$ cat config.mk
export PLATFORM = sky130hd
export DESIGN_NAME = sm83
export DESIGN_NICKNAME = d
export VERILOG_FILES = /design/src/verilog/sm83_pkg.sv /design/src/verilog/sm83_ctl_if.sv /design/src/verilog/sm83_control.sv /design/src/verilog/sm83_alu.sv /design/src/verilog/sm83_adr_inc.sv /design/src/verilog/sm83_io.sv /design/src/verilog/sm83.sv
export SDC_FILE = /design/constraint.sdc
export NUM_CORES = 1
export LEC_CHECK = 0
export BUFFER_PORTS_ARGS = -buffer_cell sky130_fd_sc_hd__buf_2
export CORE_MARGIN = 10
export CORE_UTILIZATION = 30
export DETAILED_ROUTE_END_ITERATION = 8
export PLACE_DENSITY_LB_ADDON = 0.25
export SKIP_LAST_GASP = 1
export SLEW_MARGIN = 20
export SYNTH_ARGS = -nofsm -noshare
export SYNTH_HDL_FRONTEND = slang
export SYNTH_SLANG_ARGS = --single-unit
$ cat constraint.sdc
create_clock -name clk -period 3.95 [get_ports clk]
set_input_delay 0.1975 -clock clk [delete_from_list [all_inputs] [get_ports clk]]
set_output_delay 0.1975 -clock clk [all_outputs]
set_load 0.03 [all_outputs]
$ cat src/verilog/sm83_pkg.sv
package sm83_pkg;

	localparam int WORD_SIZE = 8;
	localparam int ADR_WIDTH = 2 * WORD_SIZE;
	localparam int T_PER_M   = 4;

	typedef logic [WORD_SIZE-1:0]        word_t;
	typedef logic [ADR_WIDTH-1:0]        adr_t;
	typedef logic [2:0]                  reg_sel_t;
	typedef logic [2:0]                  alu_op_t;
	typedef logic [3:0]                  flags_t;
	typedef logic [1:0]                  adr_src_t;
	typedef logic [1:0]                  data_src_t;
	typedef logic [$clog2(T_PER_M)-1:0] phase_t;

	// register field of the opcode, as it appears in bits 5..3 and 2..0.
	localparam reg_sel_t REG_B   = 3'd0;
	localparam reg_sel_t REG_C   = 3'd1;
	localparam reg_sel_t REG_D   = 3'd2;
	localparam reg_sel_t REG_E   = 3'd3;
	localparam reg_sel_t REG_H   = 3'd4;
	localparam reg_sel_t REG_L   = 3'd5;
	localparam reg_sel_t REG_MEM = 3'd6;
	localparam reg_sel_t REG_A   = 3'd7;

	localparam alu_op_t ALU_ADD = 3'd0;
	localparam alu_op_t ALU_ADC = 3'd1;
	localparam alu_op_t ALU_SUB = 3'd2;
	localparam alu_op_t ALU_SBC = 3'd3;
	localparam alu_op_t ALU_AND = 3'd4;
	localparam alu_op_t ALU_XOR = 3'd5;
	localparam alu_op_t ALU_OR  = 3'd6;
	localparam alu_op_t ALU_CP  = 3'd7;

	// bit positions inside flags_t, which maps onto f[7:4].
	localparam int FLAG_Z = 3;
	localparam int FLAG_N = 2;
	localparam int FLAG_H = 1;
	localparam int FLAG_C = 0;

	localparam adr_src_t ASRC_PC = 2'd0;
	localparam adr_src_t ASRC_HL = 2'd1;
	localparam adr_src_t ASRC_WZ = 2'd2;

	localparam data_src_t DSRC_DIN = 2'd0;
	localparam data_src_t DSRC_REG = 2'd1;
	localparam data_src_t DSRC_ALU = 2'd2;

	localparam word_t OP_NOP = 8'h00;
	localparam word_t OP_JP  = 8'hc3;

endpackage

$ cat src/verilog/sm83_ctl_if.sv
`timescale 1ns/10ps

interface sm83_ctl_if;
	// one-hot machine cycle phase.
	logic                  t1, t2, t3, t4;

	sm83_pkg::reg_sel_t    rd_sel;
	sm83_pkg::reg_sel_t    wr_sel;
	logic                  reg_we;
	logic                  a_we;
	logic                  wz_lo_we;
	logic                  wz_hi_we;
	logic                  pc_we;

	sm83_pkg::adr_src_t    adr_src;
	sm83_pkg::data_src_t   data_src;
	sm83_pkg::alu_op_t     alu_op;
	logic                  alu_en;
	logic                  inc_en;

	logic                  mread;
	logic                  mwrite;
	logic                  ir_we;
	logic                  ifetch;

	modport control(
		output t1, t2, t3, t4,
		output rd_sel, wr_sel, reg_we, a_we, wz_lo_we, wz_hi_we, pc_we,
		output adr_src, data_src, alu_op, alu_en, inc_en,
		output mread, mwrite, ir_we, ifetch
	);

	modport datapath(
		input t1, t2, t3, t4,
		input rd_sel, wr_sel, reg_we, a_we, wz_lo_we, wz_hi_we, pc_we,
		input adr_src, data_src, alu_op, alu_en, inc_en,
		input mread, mwrite, ir_we, ifetch
	);
endinterface

$ cat src/verilog/sm83_control.sv
`timescale 1ns/10ps

module sm83_control(
	input  logic            clk,
	input  logic            reset,
	input  sm83_pkg::word_t opcode,
	sm83_ctl_if.control     ctl
);

	typedef enum logic [2:0] {
		FETCH,
		OPERAND,
		OPERAND_HI,
		MEM,
		JUMP
	} state_t;

	state_t             state;
	state_t             next_state;
	sm83_pkg::phase_t   phase;
	logic               last_t;
	sm83_pkg::reg_sel_t dst;
	sm83_pkg::reg_sel_t src;
	logic               is_ld_rn;
	logic               is_ld_rr;
	logic               is_alu_r;
	logic               is_alu_n;
	logic               is_jp;

	always_ff @(posedge clk) begin
		if (reset)
			phase <= '0;
		else if (last_t)
			phase <= '0;
		else
			phase <= phase + 1'b1;
	end

	assign last_t = phase == sm83_pkg::phase_t'(sm83_pkg::T_PER_M - 1);

	assign ctl.t1 = phase == sm83_pkg::phase_t'(0);
	assign ctl.t2 = phase == sm83_pkg::phase_t'(1);
	assign ctl.t3 = phase == sm83_pkg::phase_t'(2);
	assign ctl.t4 = last_t;

	always_ff @(posedge clk) begin
		if (reset)
			state <= FETCH;
		else if (last_t)
			state <= next_state;
	end

	// the instruction register only holds the new opcode from the end of t3 of the fetch.
	assign dst      = opcode[5:3];
	assign src      = opcode[2:0];
	assign is_ld_rn = opcode[7:6] == 2'b00 && src == sm83_pkg::REG_MEM;
	assign is_ld_rr = opcode[7:6] == 2'b01 &&
	                  !(dst == sm83_pkg::REG_MEM && src == sm83_pkg::REG_MEM);
	assign is_alu_r = opcode[7:6] == 2'b10;
	assign is_alu_n = opcode[7:6] == 2'b11 && src == sm83_pkg::REG_MEM;
	assign is_jp    = opcode == sm83_pkg::OP_JP;

	always_comb begin
		ctl.rd_sel   = src;
		ctl.wr_sel   = dst;
		ctl.reg_we   = 1'b0;
		ctl.a_we     = 1'b0;
		ctl.wz_lo_we = 1'b0;
		ctl.wz_hi_we = 1'b0;
		ctl.pc_we    = 1'b0;
		ctl.adr_src  = sm83_pkg::ASRC_PC;
		ctl.data_src = sm83_pkg::DSRC_DIN;
		ctl.alu_op   = opcode[5:3];
		ctl.alu_en   = 1'b0;
		ctl.inc_en   = 1'b0;
		ctl.mread    = 1'b0;
		ctl.mwrite   = 1'b0;
		ctl.ir_we    = 1'b0;
		ctl.ifetch   = 1'b0;
		next_state   = FETCH;

		case (state)
			FETCH: begin
				ctl.mread  = 1'b1;
				ctl.ifetch = 1'b1;
				ctl.ir_we  = 1'b1;
				ctl.inc_en = 1'b1;
				ctl.pc_we  = last_t;
				if (last_t) begin
					if (opcode == sm83_pkg::OP_NOP) begin
						next_state = FETCH;
					end else if (is_ld_rn || is_alu_n || is_jp) begin
						next_state = OPERAND;
					end else if (is_ld_rr &&
					             (dst == sm83_pkg::REG_MEM || src == sm83_pkg::REG_MEM)) begin
						next_state = MEM;
					end else if (is_ld_rr) begin
						ctl.reg_we   = 1'b1;
						ctl.data_src = sm83_pkg::DSRC_REG;
					end else if (is_alu_r && src == sm83_pkg::REG_MEM) begin
						next_state = MEM;
					end else if (is_alu_r) begin
						ctl.alu_en   = 1'b1;
						ctl.a_we     = 1'b1;
						ctl.data_src = sm83_pkg::DSRC_ALU;
					end
				end
			end
			OPERAND: begin
				ctl.mread  = 1'b1;
				ctl.inc_en = 1'b1;
				ctl.pc_we  = last_t;
				if (is_jp) begin
					ctl.wz_lo_we = last_t;
					next_state   = OPERAND_HI;
				end else if (is_ld_rn && dst == sm83_pkg::REG_MEM) begin
					// the immediate stays in the data latch for the store cycle.
					next_state = MEM;
				end else if (is_ld_rn) begin
					ctl.reg_we = last_t;
				end else begin
					ctl.alu_en   = 1'b1;
					ctl.a_we     = last_t;
					ctl.data_src = sm83_pkg::DSRC_ALU;
				end
			end
			OPERAND_HI: begin
				ctl.mread    = 1'b1;
				ctl.inc_en   = 1'b1;
				ctl.pc_we    = last_t;
				ctl.wz_hi_we = last_t;
				next_state   = JUMP;
			end
			JUMP: begin
				ctl.adr_src = sm83_pkg::ASRC_WZ;
				ctl.pc_we   = last_t;
			end
			MEM: begin
				ctl.adr_src = sm83_pkg::ASRC_HL;
				if (is_ld_rn) begin
					ctl.mwrite = 1'b1;
				end else if (is_ld_rr && dst == sm83_pkg::REG_MEM) begin
					ctl.mwrite   = 1'b1;
					ctl.data_src = sm83_pkg::DSRC_REG;
				end else if (is_ld_rr) begin
					ctl.mread  = 1'b1;
					ctl.reg_we = last_t;
				end else begin
					ctl.mread    = 1'b1;
					ctl.alu_en   = 1'b1;
					ctl.a_we     = last_t;
					ctl.data_src = sm83_pkg::DSRC_ALU;
				end
			end
			default: begin
				next_state = FETCH;
			end
		endcase
	end

endmodule

$ cat src/verilog/sm83_alu.sv
`timescale 1ns/10ps

module sm83_alu(
	input  logic              clk,
	input  logic              reset,
	sm83_ctl_if.datapath      ctl,
	input  sm83_pkg::word_t   op_a,
	input  sm83_pkg::word_t   op_b,
	output sm83_pkg::word_t   result,
	output sm83_pkg::flags_t  flags
);

	logic             carry_in;
	logic             subtract;
	logic [4:0]       nibble;
	logic [8:0]       full;
	sm83_pkg::flags_t next_flags;

	assign carry_in = (ctl.alu_op == sm83_pkg::ALU_ADC || ctl.alu_op == sm83_pkg::ALU_SBC) &&
	                  flags[sm83_pkg::FLAG_C];
	assign subtract = ctl.alu_op inside {sm83_pkg::ALU_SUB, sm83_pkg::ALU_SBC, sm83_pkg::ALU_CP};

	// bit 4 of the low nibble sum is the half carry, or the half borrow when subtracting.
	always_comb begin
		if (subtract) begin
			nibble = {1'b0, op_a[3:0]} - {1'b0, op_b[3:0]} - {4'b0000, carry_in};
			full   = {1'b0, op_a} - {1'b0, op_b} - {8'h00, carry_in};
		end else begin
			nibble = {1'b0, op_a[3:0]} + {1'b0, op_b[3:0]} + {4'b0000, carry_in};
			full   = {1'b0, op_a} + {1'b0, op_b} + {8'h00, carry_in};
		end
	end

	always_comb begin
		next_flags = '0;
		case (ctl.alu_op)
			sm83_pkg::ALU_AND: begin
				result                     = op_a & op_b;
				next_flags[sm83_pkg::FLAG_H] = 1'b1;
			end
			sm83_pkg::ALU_XOR: begin
				result = op_a ^ op_b;
			end
			sm83_pkg::ALU_OR: begin
				result = op_a | op_b;
			end
			default: begin
				result                       = full[7:0];
				next_flags[sm83_pkg::FLAG_N] = subtract;
				next_flags[sm83_pkg::FLAG_H] = nibble[4];
				next_flags[sm83_pkg::FLAG_C] = full[8];
			end
		endcase
		next_flags[sm83_pkg::FLAG_Z] = result == '0;
	end

	always_ff @(posedge clk) begin
		if (reset)
			flags <= '0;
		else if (ctl.alu_en && ctl.t4)
			flags <= next_flags;
	end

endmodule

$ cat src/verilog/sm83_adr_inc.sv
`timescale 1ns/10ps

module sm83_adr_inc(
	input  logic           clk,
	sm83_ctl_if.datapath   ctl,
	input  sm83_pkg::adr_t ain,
	output sm83_pkg::adr_t aout
);

	sm83_pkg::adr_t latch;
	sm83_pkg::adr_t next_adr;

	// the latch holds the address of the running machine cycle.
	always_ff @(posedge clk) begin
		if (ctl.t1)
			latch <= ain;
	end

	assign next_adr = latch + sm83_pkg::adr_t'(1);

	// pc samples this at the end of t4. without inc_en the latch passes as is,
	// which is how a jump moves wz into pc.
	always_comb begin
		if (ctl.t4 && ctl.inc_en)
			aout = next_adr;
		else
			aout = latch;
	end

endmodule

$ cat src/verilog/sm83_io.sv
`timescale 1ns/10ps

module sm83_io(
	input  logic            clk,
	input  logic            reset,
	sm83_ctl_if.datapath    ctl,
	input  sm83_pkg::adr_t  ain,
	input  sm83_pkg::word_t wdata,
	output sm83_pkg::word_t rdata,
	output sm83_pkg::word_t opcode,
	output sm83_pkg::adr_t  adr,
	input  sm83_pkg::word_t din,
	output sm83_pkg::word_t dout,
	output logic            p_rd,
	output logic            p_wr
);

	always_ff @(posedge clk) begin
		if (ctl.t1) begin
			adr <= ain;
			if (ctl.mwrite)
				dout <= wdata;
		end
		// memory answers by the end of t3.
		if (ctl.t3 && ctl.mread) begin
			rdata <= din;
			if (ctl.ir_we)
				opcode <= din;
		end
	end

	// read strobe covers t2 and t3, write strobe only t3.
	always_ff @(posedge clk) begin
		if (reset) begin
			p_rd <= 1'b0;
			p_wr <= 1'b0;
		end else begin
			if (ctl.t1)
				p_rd <= ctl.mread;
			else if (ctl.t3)
				p_rd <= 1'b0;
			if (ctl.t2)
				p_wr <= ctl.mwrite;
			else if (ctl.t3)
				p_wr <= 1'b0;
		end
	end

endmodule

$ cat src/verilog/sm83.sv
`timescale 1ns/10ps

module sm83(
	input  logic            clk,
	input  logic            reset,
	output sm83_pkg::adr_t  adr,
	input  sm83_pkg::word_t din,
	output sm83_pkg::word_t dout,
	output logic            p_rd,
	output logic            p_wr,
	output logic            dbg_ifetch,
	output sm83_pkg::adr_t  dbg_pc,
	output sm83_pkg::adr_t  dbg_bc,
	output sm83_pkg::adr_t  dbg_de,
	output sm83_pkg::adr_t  dbg_hl,
	output sm83_pkg::adr_t  dbg_af
);

	sm83_ctl_if ctl_bus();

	sm83_pkg::word_t  reg_b, reg_c, reg_d, reg_e, reg_h, reg_l, reg_a;
	sm83_pkg::word_t  reg_w, reg_z;
	sm83_pkg::adr_t   reg_pc;
	sm83_pkg::word_t  opcode;
	sm83_pkg::word_t  rdata;
	sm83_pkg::word_t  reg_rd;
	sm83_pkg::word_t  data_bus;
	sm83_pkg::word_t  alu_result;
	sm83_pkg::flags_t flags;
	sm83_pkg::adr_t   ain;
	sm83_pkg::adr_t   aout;
	logic             a_load;

	sm83_control control_i(
		.clk,
		.reset,
		.opcode,
		.ctl(ctl_bus)
	);

	sm83_alu alu_i(
		.clk,
		.reset,
		.ctl(ctl_bus),
		.op_a(reg_a),
		.op_b(reg_rd),
		.result(alu_result),
		.flags
	);

	sm83_adr_inc adr_inc_i(
		.clk,
		.ctl(ctl_bus),
		.ain,
		.aout
	);

	sm83_io io_i(
		.clk,
		.reset,
		.ctl(ctl_bus),
		.ain,
		.wdata(data_bus),
		.rdata,
		.opcode,
		.adr,
		.din,
		.dout,
		.p_rd,
		.p_wr
	);

	// the (hl) slot of the register field reads the data latch.
	always_comb begin
		case (ctl_bus.rd_sel)
			sm83_pkg::REG_B:   reg_rd = reg_b;
			sm83_pkg::REG_C:   reg_rd = reg_c;
			sm83_pkg::REG_D:   reg_rd = reg_d;
			sm83_pkg::REG_E:   reg_rd = reg_e;
			sm83_pkg::REG_H:   reg_rd = reg_h;
			sm83_pkg::REG_L:   reg_rd = reg_l;
			sm83_pkg::REG_MEM: reg_rd = rdata;
			default:           reg_rd = reg_a;
		endcase
	end

	always_comb begin
		case (ctl_bus.data_src)
			sm83_pkg::DSRC_REG: data_bus = reg_rd;
			sm83_pkg::DSRC_ALU: data_bus = alu_result;
			default:            data_bus = rdata;
		endcase
	end

	always_comb begin
		case (ctl_bus.adr_src)
			sm83_pkg::ASRC_HL: ain = {reg_h, reg_l};
			sm83_pkg::ASRC_WZ: ain = {reg_w, reg_z};
			default:           ain = reg_pc;
		endcase
	end

	// cp only sets the flags.
	assign a_load = ctl_bus.a_we && ctl_bus.alu_op != sm83_pkg::ALU_CP;

	always_ff @(posedge clk) begin
		if (ctl_bus.reg_we) begin
			case (ctl_bus.wr_sel)
				sm83_pkg::REG_B: reg_b <= data_bus;
				sm83_pkg::REG_C: reg_c <= data_bus;
				sm83_pkg::REG_D: reg_d <= data_bus;
				sm83_pkg::REG_E: reg_e <= data_bus;
				sm83_pkg::REG_H: reg_h <= data_bus;
				sm83_pkg::REG_L: reg_l <= data_bus;
				sm83_pkg::REG_A: reg_a <= data_bus;
				default: ;
			endcase
		end
		if (a_load)
			reg_a <= data_bus;
		if (ctl_bus.wz_lo_we)
			reg_z <= data_bus;
		if (ctl_bus.wz_hi_we)
			reg_w <= data_bus;
	end

	always_ff @(posedge clk) begin
		if (reset)
			reg_pc <= '0;
		else if (ctl_bus.pc_we)
			reg_pc <= aout;
	end

	assign dbg_ifetch = ctl_bus.ifetch && p_rd;
	assign dbg_pc     = reg_pc;
	assign dbg_bc     = {reg_b, reg_c};
	assign dbg_de     = {reg_d, reg_e};
	assign dbg_hl     = {reg_h, reg_l};
	assign dbg_af     = {reg_a, flags, 4'b0000};

endmodule

==> impl_metrics.prom, run 1 <==
# TYPE chip_impl_metric gauge
chip_impl_metric{name="place.port_buffers",unit=""} 112
chip_impl_info{name="synth_ff_type",value="sky130_fd_sc_hd__edfxtp_1"} 1
chip_impl_metric{name="power.leakage",unit="nW"} 3.86
chip_impl_metric{name="worstPathMaxFanout",unit=""} 9
chip_impl_metric{name="grt_usage",unit=""} 0.155
chip_impl_metric{name="yosysSeqAreaShare",unit=""} 0.521
chip_impl_metric{name="final_core_util",unit=""} 0.396
chip_impl_metric{name="timing.final.crit_period",unit="ns"} 3.83
chip_impl_metric{name="whs_path_depth",unit=""} 1
chip_impl_metric{name="worstRegToRegCells",unit=""} 15
chip_impl_metric{name="totalPowerFinal",unit="W"} 0.00412
chip_impl_metric{name="post_synth_instance_area",unit="um2"} 7490
chip_impl_metric{name="timing.final.ws_setup",unit="ns"} 0.121
chip_impl_metric{name="maxCapViolations",unit=""} 0
chip_impl_metric{name="finClkSkew",unit="ns"} 0.0165
chip_impl_metric{name="postSynth.asyncResetShare",unit=""} 0
chip_impl_info{name="clk_root_buffer_cell",value="sky130_fd_sc_hd__clkbuf_16"} 1
chip_impl_info{name="crit_path_top_delay_cell",value="sky130_fd_sc_hd__edfxtp_1"} 1
chip_impl_info{name="cp_cell_instances",value="buf_4 > or3_1 > a31oi_2 > buf_4 > inv_1 > fa_1 > nand2b_2 > a2111oi_4 > buf_4 > o31ai_1 > xnor2_1 > o211ai_1 > a221oi_2 > a21oi_2 > buf_6"} 1
chip_impl_metric{name="postSynthAreaPerCell",unit="um2"} 10.7
chip_impl_metric{name="min_period_over_period",unit=""} 0.969
chip_impl_metric{name="start_util",unit=""} 0.306
chip_impl_info{name="cts_tree",value="built"} 1
chip_impl_metric{name="grt_pass1_vias",unit=""} 6194
chip_impl_metric{name="finalHoldViolCount",unit=""} 0
chip_impl_metric{name="yosys_warnings",unit=""} 0
chip_impl_metric{name="cts_buffers",unit=""} 17
chip_impl_metric{name="maxSlewHeadroom",unit=""} 0.494
chip_impl_metric{name="via_per_inst",unit=""} 5.06
chip_impl_metric{name="firstDrtPassIters",unit=""} 5
chip_impl_info{name="critical_path.most_common_cell",value="sky130_fd_sc_hd__buf_4"} 1
chip_impl_metric{name="gp_congestion",unit=""} 0.879
chip_impl_metric{name="placement_rows",unit=""} 57
chip_impl_metric{name="yosysUniqueCellTypes",unit=""} 71
chip_impl_metric{name="cts.clk_slew.worst_paths",unit="ns"} 0.06
chip_impl_metric{name="antenna_left",unit=""} 0
chip_impl_metric{name="setup_viol_count_final",unit=""} 0
chip_impl_metric{name="io_pins",unit=""} 117
chip_impl_metric{name="buffers_and_inverters_on_the_worst_path",unit=""} 5
chip_impl_metric{name="worst-endpoint-arrival",unit="ns"} 4.01
chip_impl_metric{name="number_of_antenna_violations_at_the_first_check_in_global_routing",unit=""} 1
chip_impl_metric{name="worst_pin_slew",unit="ns"} 0.758
chip_impl_metric{name="preCtsSetupSlack",unit="ns"} -0.323
chip_impl_metric{name="insertion_delay",unit="ns"} 0.42
chip_impl_info{name="worst_min_delay_path_category",value="in2reg"} 1
chip_impl_metric{name="gr-total-overflow",unit=""} 0
chip_impl_metric{name="floorplan.die_area",unit="um2"} 31700
chip_impl_metric{name="design.core.area",unit="um2"} 24500
chip_impl_metric{name="initialDrtViolationCount",unit=""} 506
chip_impl_info{name="setup.worst_path.class",value="reg2reg"} 1
chip_impl_metric{name="cts_num_sinks",unit=""} 139
chip_impl_metric{name="antenna_cells_inserted",unit=""} 0
chip_impl_metric{name="synthesis.instances",unit=""} 698
chip_impl_metric{name="fin_nets",unit=""} 931
chip_impl_metric{name="clock_path_buffers",unit=""} 2
chip_impl_info{name="rsz0062_at_grt",value="yes"} 1
chip_impl_metric{name="tns",unit="ns"} 0
chip_impl_metric{name="max_clock_freq",unit="GHz"} 0.261
chip_impl_info{name="status",value="finished, final reports clean"} 1
chip_impl_metric{name="remaining_drcs",unit=""} 0
chip_impl_metric{name="dr_vias",unit=""} 6164
chip_impl_metric{name="detail_route.wl_per_cell",unit="um"} 20.4
chip_impl_metric{name="worstSetupPathDepth",unit=""} 15
chip_impl_info{name="critical-path-top-delay-family",value="compound AO/OA/AOI/OAI gates"} 1
chip_impl_metric{name="cts-htree-levels",unit=""} 4
chip_impl_metric{name="areaGrowthSynthToFinish",unit="%"} 29.2
chip_impl_metric{name="die_height",unit="um"} 178
chip_impl_metric{name="ir_worst_vdd",unit="mV"} 0.292
chip_impl_metric{name="maximum_number_of_pins_on_one_net_before_global_route_repair",unit=""} 31
chip_impl_info{name="setup.worst_path.end_class",value="register"} 1
chip_impl_metric{name="drive_above_1_share",unit=""} 0.307
chip_impl_metric{name="required",unit="ns"} 4.13
chip_impl_metric{name="finalWirelength",unit="um"} 24900
chip_impl_metric{name="grt_pass1_wl",unit="um"} 37500
chip_impl_metric{name="synth-edff-count",unit=""} 112
chip_impl_metric{name="cp_slowest_stage_delay",unit="ns"} 0.46
chip_impl_info{name="cp-start-kind",value="register"} 1
chip_impl_metric{name="place.detailed.hpwl",unit="um"} 18600
chip_impl_metric{name="die_w",unit="um"} 178
chip_impl_metric{name="power_density",unit="nW/um2"} 425
chip_impl_metric{name="hold-worst-slack",unit="ns"} 0.0261
chip_impl_metric{name="final_slew_viol_count",unit=""} 0
chip_impl_metric{name="postSynthRegisterBits",unit=""} 139
-- what timing repair did --
action	CTS	global route
pin swaps	0	7
setup buffers	3	4
endpoints found under the setup margin	19	51
hold buffers	5	0
resized for setup	4	26
endpoints found under the hold margin	10	0
gates cloned	0	0
-- where the power goes --
group | switching (W) | internal, W
Sequential | 0.0000623 | 0.00166
Clock | 0.000631 | 0.000928
Combinational | 0.000496 | 0.000337
Total | 0.00119 | 0.00293
-- cell families after synthesis --
kind of cell	share of synthesized area
buffers and inverters	0.0483
xor gates and xnor gates	0.0281
and+or+nand+nor	0.150
other	0.000501
muxes	0.0240
adders and majority gates	0.0725
DFF	0.521
AOI/OAI and AO/OA	0.156
-- registers in the layout, indices dropped and copies added (netlist names), 2 cells and up --
signal and cells:
dbg_pc 16, io_i.adr 16, io_i.dout 8, io_i.opcode 8
io_i.rdata 8, reg_a 8, reg_b 8, reg_c 8
reg_d 8, reg_e 8, reg_h 8, reg_l 8
reg_w 8, reg_z 8, alu_i.flags 4, control_i.state 3
control_i.phase 2
-- worst reg2reg max path, stage by stage, from the launching register on --
cell                        delay, ns
sky130_fd_sc_hd__edfxtp_1        0.46
sky130_fd_sc_hd__buf_4           0.17
sky130_fd_sc_hd__or3_1           0.37
sky130_fd_sc_hd__a31oi_2         0.22
sky130_fd_sc_hd__buf_4           0.16
sky130_fd_sc_hd__inv_1           0.07
sky130_fd_sc_hd__fa_1            0.41
sky130_fd_sc_hd__nand2b_2        0.23
sky130_fd_sc_hd__a2111oi_4       0.39
sky130_fd_sc_hd__buf_4           0.17
sky130_fd_sc_hd__o31ai_1         0.10
sky130_fd_sc_hd__xnor2_1         0.15
sky130_fd_sc_hd__o211ai_1        0.15
sky130_fd_sc_hd__a221oi_2        0.31
sky130_fd_sc_hd__a21oi_2         0.07
sky130_fd_sc_hd__buf_6           0.16
-- per-stage QoR --
stage,instances,area (um2)
floorplan,701,7500
global route,1217,9680
finish,1217,9680
CTS,1213,9520
detailed placement,1173,8860
global placement,1173,8860
-- worst paths after layout --
kind	start	endpoint	slack [ns]
setup / recovery	io_i.opcode[0]	reg_z[7]	0.12
hold / removal	din[1]	io_i.rdata[1]	0.03
setup reg to reg	io_i.opcode[0]	reg_z[7]	0.12
hold reg to reg	io_i.p_wr	io_i.p_wr	0.47
-- layout by cell type, fill, tap and decap left out, types with 8 or more instances in the layout --
cell type	n
sky130_fd_sc_hd__buf_4	80
sky130_fd_sc_hd__clkbuf_16	17
sky130_fd_sc_hd__nor2b_1	11
sky130_fd_sc_hd__o21ai_0	34
sky130_fd_sc_hd__nand3_1	11
sky130_fd_sc_hd__a21oi_1	22
sky130_fd_sc_hd__edfxtp_1	112
sky130_fd_sc_hd__xnor2_1	11
sky130_fd_sc_hd__or3_1	9
sky130_fd_sc_hd__xor2_1	13
sky130_fd_sc_hd__a22oi_1	28
sky130_fd_sc_hd__buf_2	112
sky130_fd_sc_hd__nand2b_1	8
sky130_fd_sc_hd__mux2i_1	9
sky130_fd_sc_hd__nand2_1	67
sky130_fd_sc_hd__nor2_1	52
sky130_fd_sc_hd__nor3_1	15
sky130_fd_sc_hd__ha_1	35
sky130_fd_sc_hd__a211oi_1	16
sky130_fd_sc_hd__inv_1	43
sky130_fd_sc_hd__dfxtp_1	27
-- cell usage after synthesis (9+ instances only) --
library cell               instances  area share
sky130_fd_sc_hd__xnor2_1          11       0.013
sky130_fd_sc_hd__nor2_1           54       0.027
sky130_fd_sc_hd__nand2_1          67       0.034
sky130_fd_sc_hd__clkbuf_1         24       0.012
sky130_fd_sc_hd__nor3_1           15       0.010
sky130_fd_sc_hd__a211oi_1         17       0.017
sky130_fd_sc_hd__buf_2            10      0.0067
sky130_fd_sc_hd__a21oi_1          24       0.016
sky130_fd_sc_hd__o21ai_0          37       0.025
sky130_fd_sc_hd__a22oi_1          29       0.029
sky130_fd_sc_hd__mux2i_1           9       0.012
sky130_fd_sc_hd__nand3_1          11      0.0073
sky130_fd_sc_hd__nor2b_1          13       0.011
sky130_fd_sc_hd__inv_1            43       0.022
sky130_fd_sc_hd__edfxtp_1        112        0.45
sky130_fd_sc_hd__dfxtp_1          27       0.072
sky130_fd_sc_hd__xor2_1           13       0.015
sky130_fd_sc_hd__ha_1             37       0.062
sky130_fd_sc_hd__or3_1             9      0.0075
sky130_fd_sc_hd__nand2b_1          9      0.0075
-- routing by layer --
metal | part of all wire | global-route usage | up-vias
met2 | 0.45 | 0.237 | 211
met5 | 0 | 0 | -
met4 | 0.010 | 0.0365 | 0
met3 | 0.073 | 0.0452 | 15
li1 | - | - | 2926
met1 | 0.47 | 0.212 | 3012
-- layout make-up --
class / instances / area [um2]
Timing Repair Buffer: 201 / 1260
Multi-Input combinational cell: 476 / 3370
Clock inverter: 15 / 149
Clock buffer: 17 / 425
Inverter: 45 / 169
Fill cell: 2374 / 14800
Sequential cell: 139 / 3900
Tap cell: 324 / 405
No activity file was read; power rests on OpenSTA's default activity.
==> inputs of run 2 (changes only) <==
--- a/config.mk
+++ b/config.mk
@@ -10,6 +10,7 @@
 export CORE_UTILIZATION = 30
 export DETAILED_ROUTE_END_ITERATION = 8
 export PLACE_DENSITY_LB_ADDON = 0.25
+export RECOVER_POWER = 25
 export SKIP_LAST_GASP = 1
 export SLEW_MARGIN = 20
 export SYNTH_ARGS = -nofsm -noshare
==> run 2 against run 1 <==
Via count grew 0.44%; largest cell class unchanged; critical path depth did not move; clock skew shrank 0.0044 ns; cell area is 0.76% lower; flip-flop and latch count is the same; non-clock buffer count stayed put; fmax about the same; combinational power fell by 1%; critical path type unchanged; highest routed layer unchanged; register-to-register slack about the same.
==> impl_metrics.prom, run 2 (synthesis gave the netlist of run 1 again) <==
# TYPE chip_impl_metric gauge
chip_impl_info{name="crit_path_top_delay_cell",value="sky130_fd_sc_hd__edfxtp_1"} 1
chip_impl_metric{name="setup_slack_reg_to_reg",unit="ns"} 0.12
chip_impl_metric{name="finalHoldViolCount",unit=""} 0
chip_impl_metric{name="timing.final.ws_setup",unit="ns"} 0.124
chip_impl_metric{name="place.detailed.hpwl",unit="um"} 18600
chip_impl_metric{name="ir_worst_vdd",unit="mV"} 0.293
chip_impl_metric{name="io_pins",unit=""} 117
chip_impl_metric{name="clock_path_buffers",unit=""} 2
chip_impl_metric{name="dr_vias",unit=""} 6191
chip_impl_metric{name="worst-endpoint-arrival",unit="ns"} 4.00
chip_impl_metric{name="antenna_left",unit=""} 0
chip_impl_metric{name="maximum_number_of_pins_on_one_net_before_global_route_repair",unit=""} 31
chip_impl_info{name="critical_path.most_common_cell",value="sky130_fd_sc_hd__buf_4"} 1
chip_impl_info{name="worst_min_delay_path_startpoint",value="din[1]"} 1
chip_impl_metric{name="initialDrtViolationCount",unit=""} 505
chip_impl_metric{name="maxSlewHeadroom",unit=""} 0.286
chip_impl_info{name="rsz0062_at_grt",value="yes"} 1
chip_impl_metric{name="final_slew_viol_count",unit=""} 0
chip_impl_metric{name="cp_slowest_stage_delay",unit="ns"} 0.47
chip_impl_metric{name="start_util",unit=""} 0.306
chip_impl_metric{name="clockPowerShare",unit=""} 0.379
chip_impl_metric{name="grt_usage",unit=""} 0.155
chip_impl_info{name="status",value="finished, final reports clean"} 1
chip_impl_metric{name="cts_buffers",unit=""} 17
chip_impl_metric{name="place.port_buffers",unit=""} 112
chip_impl_metric{name="cts_num_sinks",unit=""} 139
chip_impl_metric{name="tns",unit="ns"} 0
chip_impl_metric{name="timing.final.crit_period",unit="ns"} 3.83
chip_impl_metric{name="hold-worst-slack",unit="ns"} 0.0764
chip_impl_metric{name="via_per_inst",unit=""} 5.09
chip_impl_metric{name="remaining_drcs",unit=""} 0
chip_impl_metric{name="cts-htree-levels",unit=""} 4
chip_impl_metric{name="design.core.area",unit="um2"} 24500
chip_impl_metric{name="finalWirelength",unit="um"} 24900
chip_impl_info{name="cp_cell_instances",value="mux2i_1 > or3_1 > a31oi_2 > buf_4 > inv_1 > fa_1 > nand2b_2 > a2111oi_4 > buf_4 > o31ai_1 > xnor2_1 > o211ai_1 > a221oi_2 > a21oi_2 > buf_6"} 1
chip_impl_metric{name="required",unit="ns"} 4.13
chip_impl_metric{name="preCtsSetupSlack",unit="ns"} -0.323
chip_impl_info{name="setup.worst_path.end_class",value="register"} 1
chip_impl_metric{name="floorplan.die_area",unit="um2"} 31700
chip_impl_metric{name="placement_rows",unit=""} 57
chip_impl_info{name="crit-reg2reg-capture",value="reg_z[7]"} 1
chip_impl_info{name="most_frequent_cells_in_the_layout",value="112 x sky130_fd_sc_hd__edfxtp_1, 78 x sky130_fd_sc_hd__buf_4, 67 x sky130_fd_sc_hd__nand2_1, 59 x sky130_fd_sc_hd__buf_2, 55 x sky130_fd_sc_hd__clkbuf_1"} 1
chip_impl_info{name="layout_commonest_cell",value="sky130_fd_sc_hd__edfxtp_1"} 1
chip_impl_metric{name="gp_congestion",unit=""} 0.879
chip_impl_metric{name="p_sw_frac",unit=""} 0.290
chip_impl_metric{name="fin_nets",unit=""} 931
chip_impl_metric{name="worstPathMaxFanout",unit=""} 9
chip_impl_info{name="worst_min_delay_path_category",value="in2reg"} 1
chip_impl_metric{name="totalPowerFinal",unit="W"} 0.00411
chip_impl_info{name="setup.worst_path.class",value="reg2reg"} 1
chip_impl_metric{name="grt_pass1_vias",unit=""} 6194
chip_impl_info{name="cts_tree",value="built"} 1
chip_impl_metric{name="firstDrtPassIters",unit=""} 6
chip_impl_metric{name="grt_pass1_wl",unit="um"} 37500
chip_impl_metric{name="internal_power",unit="W"} 0.00292
chip_impl_metric{name="finClkSkew",unit="ns"} 0.0121
chip_impl_metric{name="power_density",unit="nW/um2"} 428
chip_impl_metric{name="drive_above_1_share",unit=""} 0.245
chip_impl_metric{name="seqPwrFrac",unit=""} 0.420
chip_impl_metric{name="switching_power",unit="W"} 0.00119
chip_impl_metric{name="detail_route.wl_per_cell",unit="um"} 20.5
chip_impl_metric{name="min_period_over_period",unit=""} 0.969
chip_impl_metric{name="comb_power_share",unit=""} 0.201
chip_impl_metric{name="maxCapViolations",unit=""} 0
chip_impl_metric{name="areaGrowthSynthToFinish",unit="%"} 28.2
chip_impl_metric{name="gr-total-overflow",unit=""} 0
chip_impl_metric{name="die_w",unit="um"} 178
chip_impl_metric{name="setup_viol_count_final",unit=""} 0
chip_impl_metric{name="antenna_cells_inserted",unit=""} 0
chip_impl_metric{name="worst_pin_slew",unit="ns"} 1.07
chip_impl_info{name="clk_root_buffer_cell",value="sky130_fd_sc_hd__clkbuf_16"} 1
chip_impl_metric{name="whs_path_depth",unit=""} 1
chip_impl_metric{name="cts.clk_slew.worst_paths",unit="ns"} 0.06
chip_impl_info{name="worstHoldEndpoint",value="io_i.opcode[1]"} 1
chip_impl_info{name="worst_r2r_startpoint",value="io_i.opcode[1]"} 1
chip_impl_metric{name="power.leakage",unit="nW"} 3.68
chip_impl_info{name="cp-start-kind",value="register"} 1
chip_impl_metric{name="die_height",unit="um"} 178
chip_impl_metric{name="max_clock_freq",unit="GHz"} 0.261
chip_impl_metric{name="insertion_delay",unit="ns"} 0.42
chip_impl_metric{name="worstRegToRegCells",unit=""} 15
chip_impl_metric{name="number_of_antenna_violations_at_the_first_check_in_global_routing",unit=""} 1
## run 2: through the flow
step / utilization / instances / cell area [um2]
after floorplan: - / 701 / 7500
after CTS: 0.389 / 1213 / 9520
after global placement: 0.362 / 1173 / 8860
final: 0.393 / 1217 / 9610
after detailed placement: 0.362 / 1173 / 8860
after global routing: 0.393 / 1217 / 9610
## run 2: power by group through the flow
| stage | clock network, W | registers (W) | logic (W) |
|---|---|---|---|
| after floorplan | 0 | 0.00182 | 0.000421 |
| after global placement | 0 | 0.00176 | 0.000773 |
| after detailed placement | 0 | 0.00176 | 0.000774 |
| after CTS | 0.00159 | 0.00173 | 0.000790 |
| after global routing | 0.00164 | 0.00174 | 0.000901 |
| final | 0.00156 | 0.00173 | 0.000825 |
## run 2: area by class of cell
type                    instances  area, um2
well taps                     324        405
flip-flops and latches        139       3900
multi-input cells             476       3370
clock inverters                15        149
clock buffers                  17        425
repair buffers                201       1180
inverters                      45        169
fillers                      2400      14900
## run 2: how the worst max path moves through the flow
| stage | from | end | depth (start not counted) |
|---|---|---|---|
| 5_1_grt | io_i.opcode[1] | reg_z[7] | 15 |
| 6_report | io_i.opcode[1] | reg_z[7] | 15 |
| 3_5_place_dp | io_i.opcode[1] | reg_d[7] | 14 |
| 2_1_floorplan | io_i.opcode[1] | io_i.dout[5] | 14 |
| 4_1_cts | io_i.opcode[1] | reg_z[7] | 16 |
| 3_3_place_gp | io_i.opcode[1] | io_i.dout[7] | 14 |
## run 2: routing by layer
layer | track usage | share of wire
met1 | 0.212 | 0.47
met3 | 0.0452 | 0.068
met5 | 0 | 0
met4 | 0.0365 | 0.012
met2 | 0.237 | 0.45
## run 2: repair_timing
action / 4_1_cts / 5_1_grt
endpoints found under the hold margin: 10 / 0
setup buffers: 3 / 4
setup endpoints to repair: 19 / 51
resized for setup: 4 / 26
hold buffers: 5 / 0
pin swaps: 0 / 7
## run 2: critical path: cells and delay by family (launching register included)
family          cells  cell delay [ns]
compound gates      6             1.22
xor+xnor            1             0.15
fa+ha+maj           1             0.41
buf+inv             4             0.55
flops               1             0.47
mux                 1             0.18
simple gates        2             0.58
==> inputs of run 3 (changes only) <==
--- a/config.mk
+++ b/config.mk
@@ -8,6 +8,7 @@
 export BUFFER_PORTS_ARGS = -buffer_cell sky130_fd_sc_hd__buf_2
 export CORE_MARGIN = 10
 export CORE_UTILIZATION = 30
+export CTS_BUF_LIST = sky130_fd_sc_hd__clkbuf_8
 export DETAILED_ROUTE_END_ITERATION = 8
 export PLACE_DENSITY_LB_ADDON = 0.25
 export RECOVER_POWER = 25
==> run 3 against run 2 <==
Worst setup slack worse by 0.044 ns; non-clock buffer count up 9; clock power down 26%; global-route usage about the same; combinational power up 3.4%; critical path type unchanged; critical endpoint is now reg_d[7]; largest cell class unchanged.
==> impl_metrics.prom, run 3 (synthesis gave the netlist of run 1 again) <==
# TYPE chip_impl_metric gauge
chip_impl_info{name="setup.worst_path.class",value="reg2reg"} 1
chip_impl_metric{name="maximum_number_of_pins_on_one_net_before_global_route_repair",unit=""} 31
chip_impl_metric{name="required",unit="ns"} 4.16
chip_impl_metric{name="placed_area",unit="um2"} 8860
chip_impl_info{name="cp_cell_instances",value="buf_6 > buf_6 > buf_8 > mux2_4 > a221oi_4 > a31oi_1 > o22a_2 > ha_4 > inv_4 > ha_4 > nor2_2 > mux2_4 > a22oi_2 > o211ai_1 > a221oi_2 > a21oi_2 > buf_2"} 1
chip_impl_metric{name="drive_above_1_share",unit=""} 0.256
chip_impl_metric{name="final_slew_viol_count",unit=""} 0
chip_impl_metric{name="worstPathMaxFanout",unit=""} 7
chip_impl_metric{name="cp_slowest_stage_delay",unit="ns"} 0.49
chip_impl_info{name="clk_root_buffer_cell",value="sky130_fd_sc_hd__clkbuf_8"} 1
chip_impl_metric{name="finClkSkew",unit="ns"} 0.0173
chip_impl_metric{name="place.detailed.hpwl",unit="um"} 18600
chip_impl_metric{name="insertion_delay",unit="ns"} 0.45
chip_impl_metric{name="design.core.area",unit="um2"} 24500
chip_impl_metric{name="cts-htree-levels",unit=""} 4
chip_impl_metric{name="timing.final.crit_period",unit="ns"} 3.87
chip_impl_info{name="most_frequent_cells_in_the_layout",value="112 x sky130_fd_sc_hd__edfxtp_1, 81 x sky130_fd_sc_hd__buf_4, 67 x sky130_fd_sc_hd__nand2_1, 58 x sky130_fd_sc_hd__buf_2, 57 x sky130_fd_sc_hd__clkbuf_1"} 1
chip_impl_metric{name="tns",unit="ns"} 0
chip_impl_metric{name="buffers_and_inverters_on_the_worst_path",unit=""} 5
chip_impl_metric{name="firstDrtPassIters",unit=""} 5
chip_impl_metric{name="remaining_drcs",unit=""} 0
chip_impl_info{name="worst_min_delay_path_category",value="in2reg"} 1
chip_impl_info{name="status",value="finished, final reports clean"} 1
chip_impl_metric{name="cts_num_sinks",unit=""} 139
chip_impl_metric{name="finalWirelength",unit="um"} 25200
chip_impl_info{name="cts_tree",value="built"} 1
chip_impl_metric{name="n_fill_cell",unit=""} 2416
chip_impl_metric{name="hold-worst-slack",unit="ns"} 0.252
chip_impl_info{name="critical-path-top-delay-family",value="compound AO/OA/AOI/OAI gates"} 1
chip_impl_metric{name="place.port_buffers",unit=""} 112
chip_impl_metric{name="die_w",unit="um"} 178
chip_impl_info{name="layout_commonest_cell",value="sky130_fd_sc_hd__edfxtp_1"} 1
chip_impl_metric{name="start_util",unit=""} 0.306
chip_impl_metric{name="dpl.cell_count",unit=""} 1173
chip_impl_metric{name="maxSlewHeadroom",unit=""} 0.258
chip_impl_metric{name="grt_pass1_vias",unit=""} 6202
chip_impl_metric{name="ir_worst_vdd",unit="mV"} 0.212
chip_impl_metric{name="gr-total-overflow",unit=""} 0
chip_impl_metric{name="maxCapViolations",unit=""} 0
chip_impl_metric{name="placement_rows",unit=""} 57
chip_impl_metric{name="worst-endpoint-arrival",unit="ns"} 4.08
chip_impl_metric{name="max_clock_freq",unit="GHz"} 0.258
chip_impl_metric{name="power_density",unit="nW/um2"} 389
chip_impl_metric{name="final_core_util",unit=""} 0.391
chip_impl_metric{name="min_period_over_period",unit=""} 0.980
chip_impl_metric{name="antenna_left",unit=""} 0
chip_impl_metric{name="number_of_antenna_violations_at_the_first_check_in_global_routing",unit=""} 1
chip_impl_metric{name="post-route-cell-area",unit="um2"} 9570
chip_impl_metric{name="cts.clk_slew.worst_paths",unit="ns"} 0.08
chip_impl_info{name="crit_path_top_delay_cell",value="sky130_fd_sc_hd__edfxtp_1"} 1
chip_impl_metric{name="cts_buffers",unit=""} 17
chip_impl_metric{name="via_per_inst",unit=""} 5.11
chip_impl_metric{name="finalHoldViolCount",unit=""} 0
chip_impl_metric{name="dr_vias",unit=""} 6263
chip_impl_metric{name="floorplan.die_area",unit="um2"} 31700
chip_impl_metric{name="fin_nets",unit=""} 940
chip_impl_metric{name="antenna_cells_inserted",unit=""} 0
chip_impl_metric{name="grt_pass1_wl",unit="um"} 37500
chip_impl_metric{name="die_height",unit="um"} 178
chip_impl_metric{name="gp_congestion",unit=""} 0.879
chip_impl_metric{name="setup_viol_count_final",unit=""} 0
chip_impl_metric{name="clock_path_buffers",unit=""} 2
chip_impl_metric{name="power.leakage",unit="nW"} 3.64
chip_impl_info{name="rsz0062_at_grt",value="yes"} 1
chip_impl_metric{name="grt_usage",unit=""} 0.155
chip_impl_metric{name="initialDrtViolationCount",unit=""} 531
chip_impl_metric{name="worst_pin_slew",unit="ns"} 1.11
chip_impl_info{name="cp-start-kind",value="register"} 1
chip_impl_metric{name="detail_route.wl_per_cell",unit="um"} 20.6
chip_impl_info{name="setup.worst_path.end_class",value="register"} 1
chip_impl_metric{name="final-instance-count-excl-fill",unit=""} 1226
chip_impl_metric{name="areaGrowthSynthToFinish",unit="%"} 27.7
chip_impl_metric{name="io_pins",unit=""} 117
-- run 3: cell types whose count changed in the layout (fill, tap and decap cells not counted), sizes merged --
cell,delta
clkbuf,+2
buf,+4
dlygate4sd3,+3
-- run 3: layout make-up --
cell class	count	area, um2	share of cell area
inverters	45	171	0.0179
flip-flops and latches	139	3900	0.408
repair buffers	210	1260	0.132
multi-input cells	476	3440	0.359
well taps	324	405	0.0424
clock inverters	15	149	0.0156
clock buffers	17	234	0.0245
-- run 3: repair_timing --
action                     CTS  global route
setup endpoints to repair   19            51
hold buffers                 8             0
hold endpoints to repair    16             0
pin swaps                    0            10
gates resized for setup      4            50
setup buffers                3             8
cloned                       0             2
-- run 3: path summary, 6_finish.rpt --
check	from	endpoint	slack (ns)	depth (start not counted)
worst max register to register	io_i.opcode[1]	reg_d[7]	0.08	17
worst min-delay path	reset	control_i.state[2]	0.25	2
worst max-delay path	io_i.opcode[1]	reg_d[7]	0.08	17
worst min register to register	io_i.p_wr	io_i.p_wr	0.47	2
-- run 3: layer usage --
metal / vias to the layer above / track usage / wire length (um)
met1: 3079 / 0.213 / 11700
met2: 221 / 0.237 / 11300
met3: 20 / 0.0457 / 1980
met4: 0 / 0.0365 / 260
met5: - / 0 / 0
li1: 2943 / - / -
-- run 3: report_power, final --
group / internal [W] / switching (W) / total [W]
clock: 0.000560 / 0.000587 / 0.00115
sequential: 0.00166 / 0.0000635 / 0.00173
combinational: 0.000346 / 0.000507 / 0.000853
-- run 3: per-stage QoR --
stage	total power, W	setup slack [ns]
floorplan	0.00224	0.136
global placement	0.00253	-0.232
detailed placement	0.00253	-0.323
CTS	0.00368	0.0164
global route	0.00389	-0.0259
finish	0.00373	0.0794
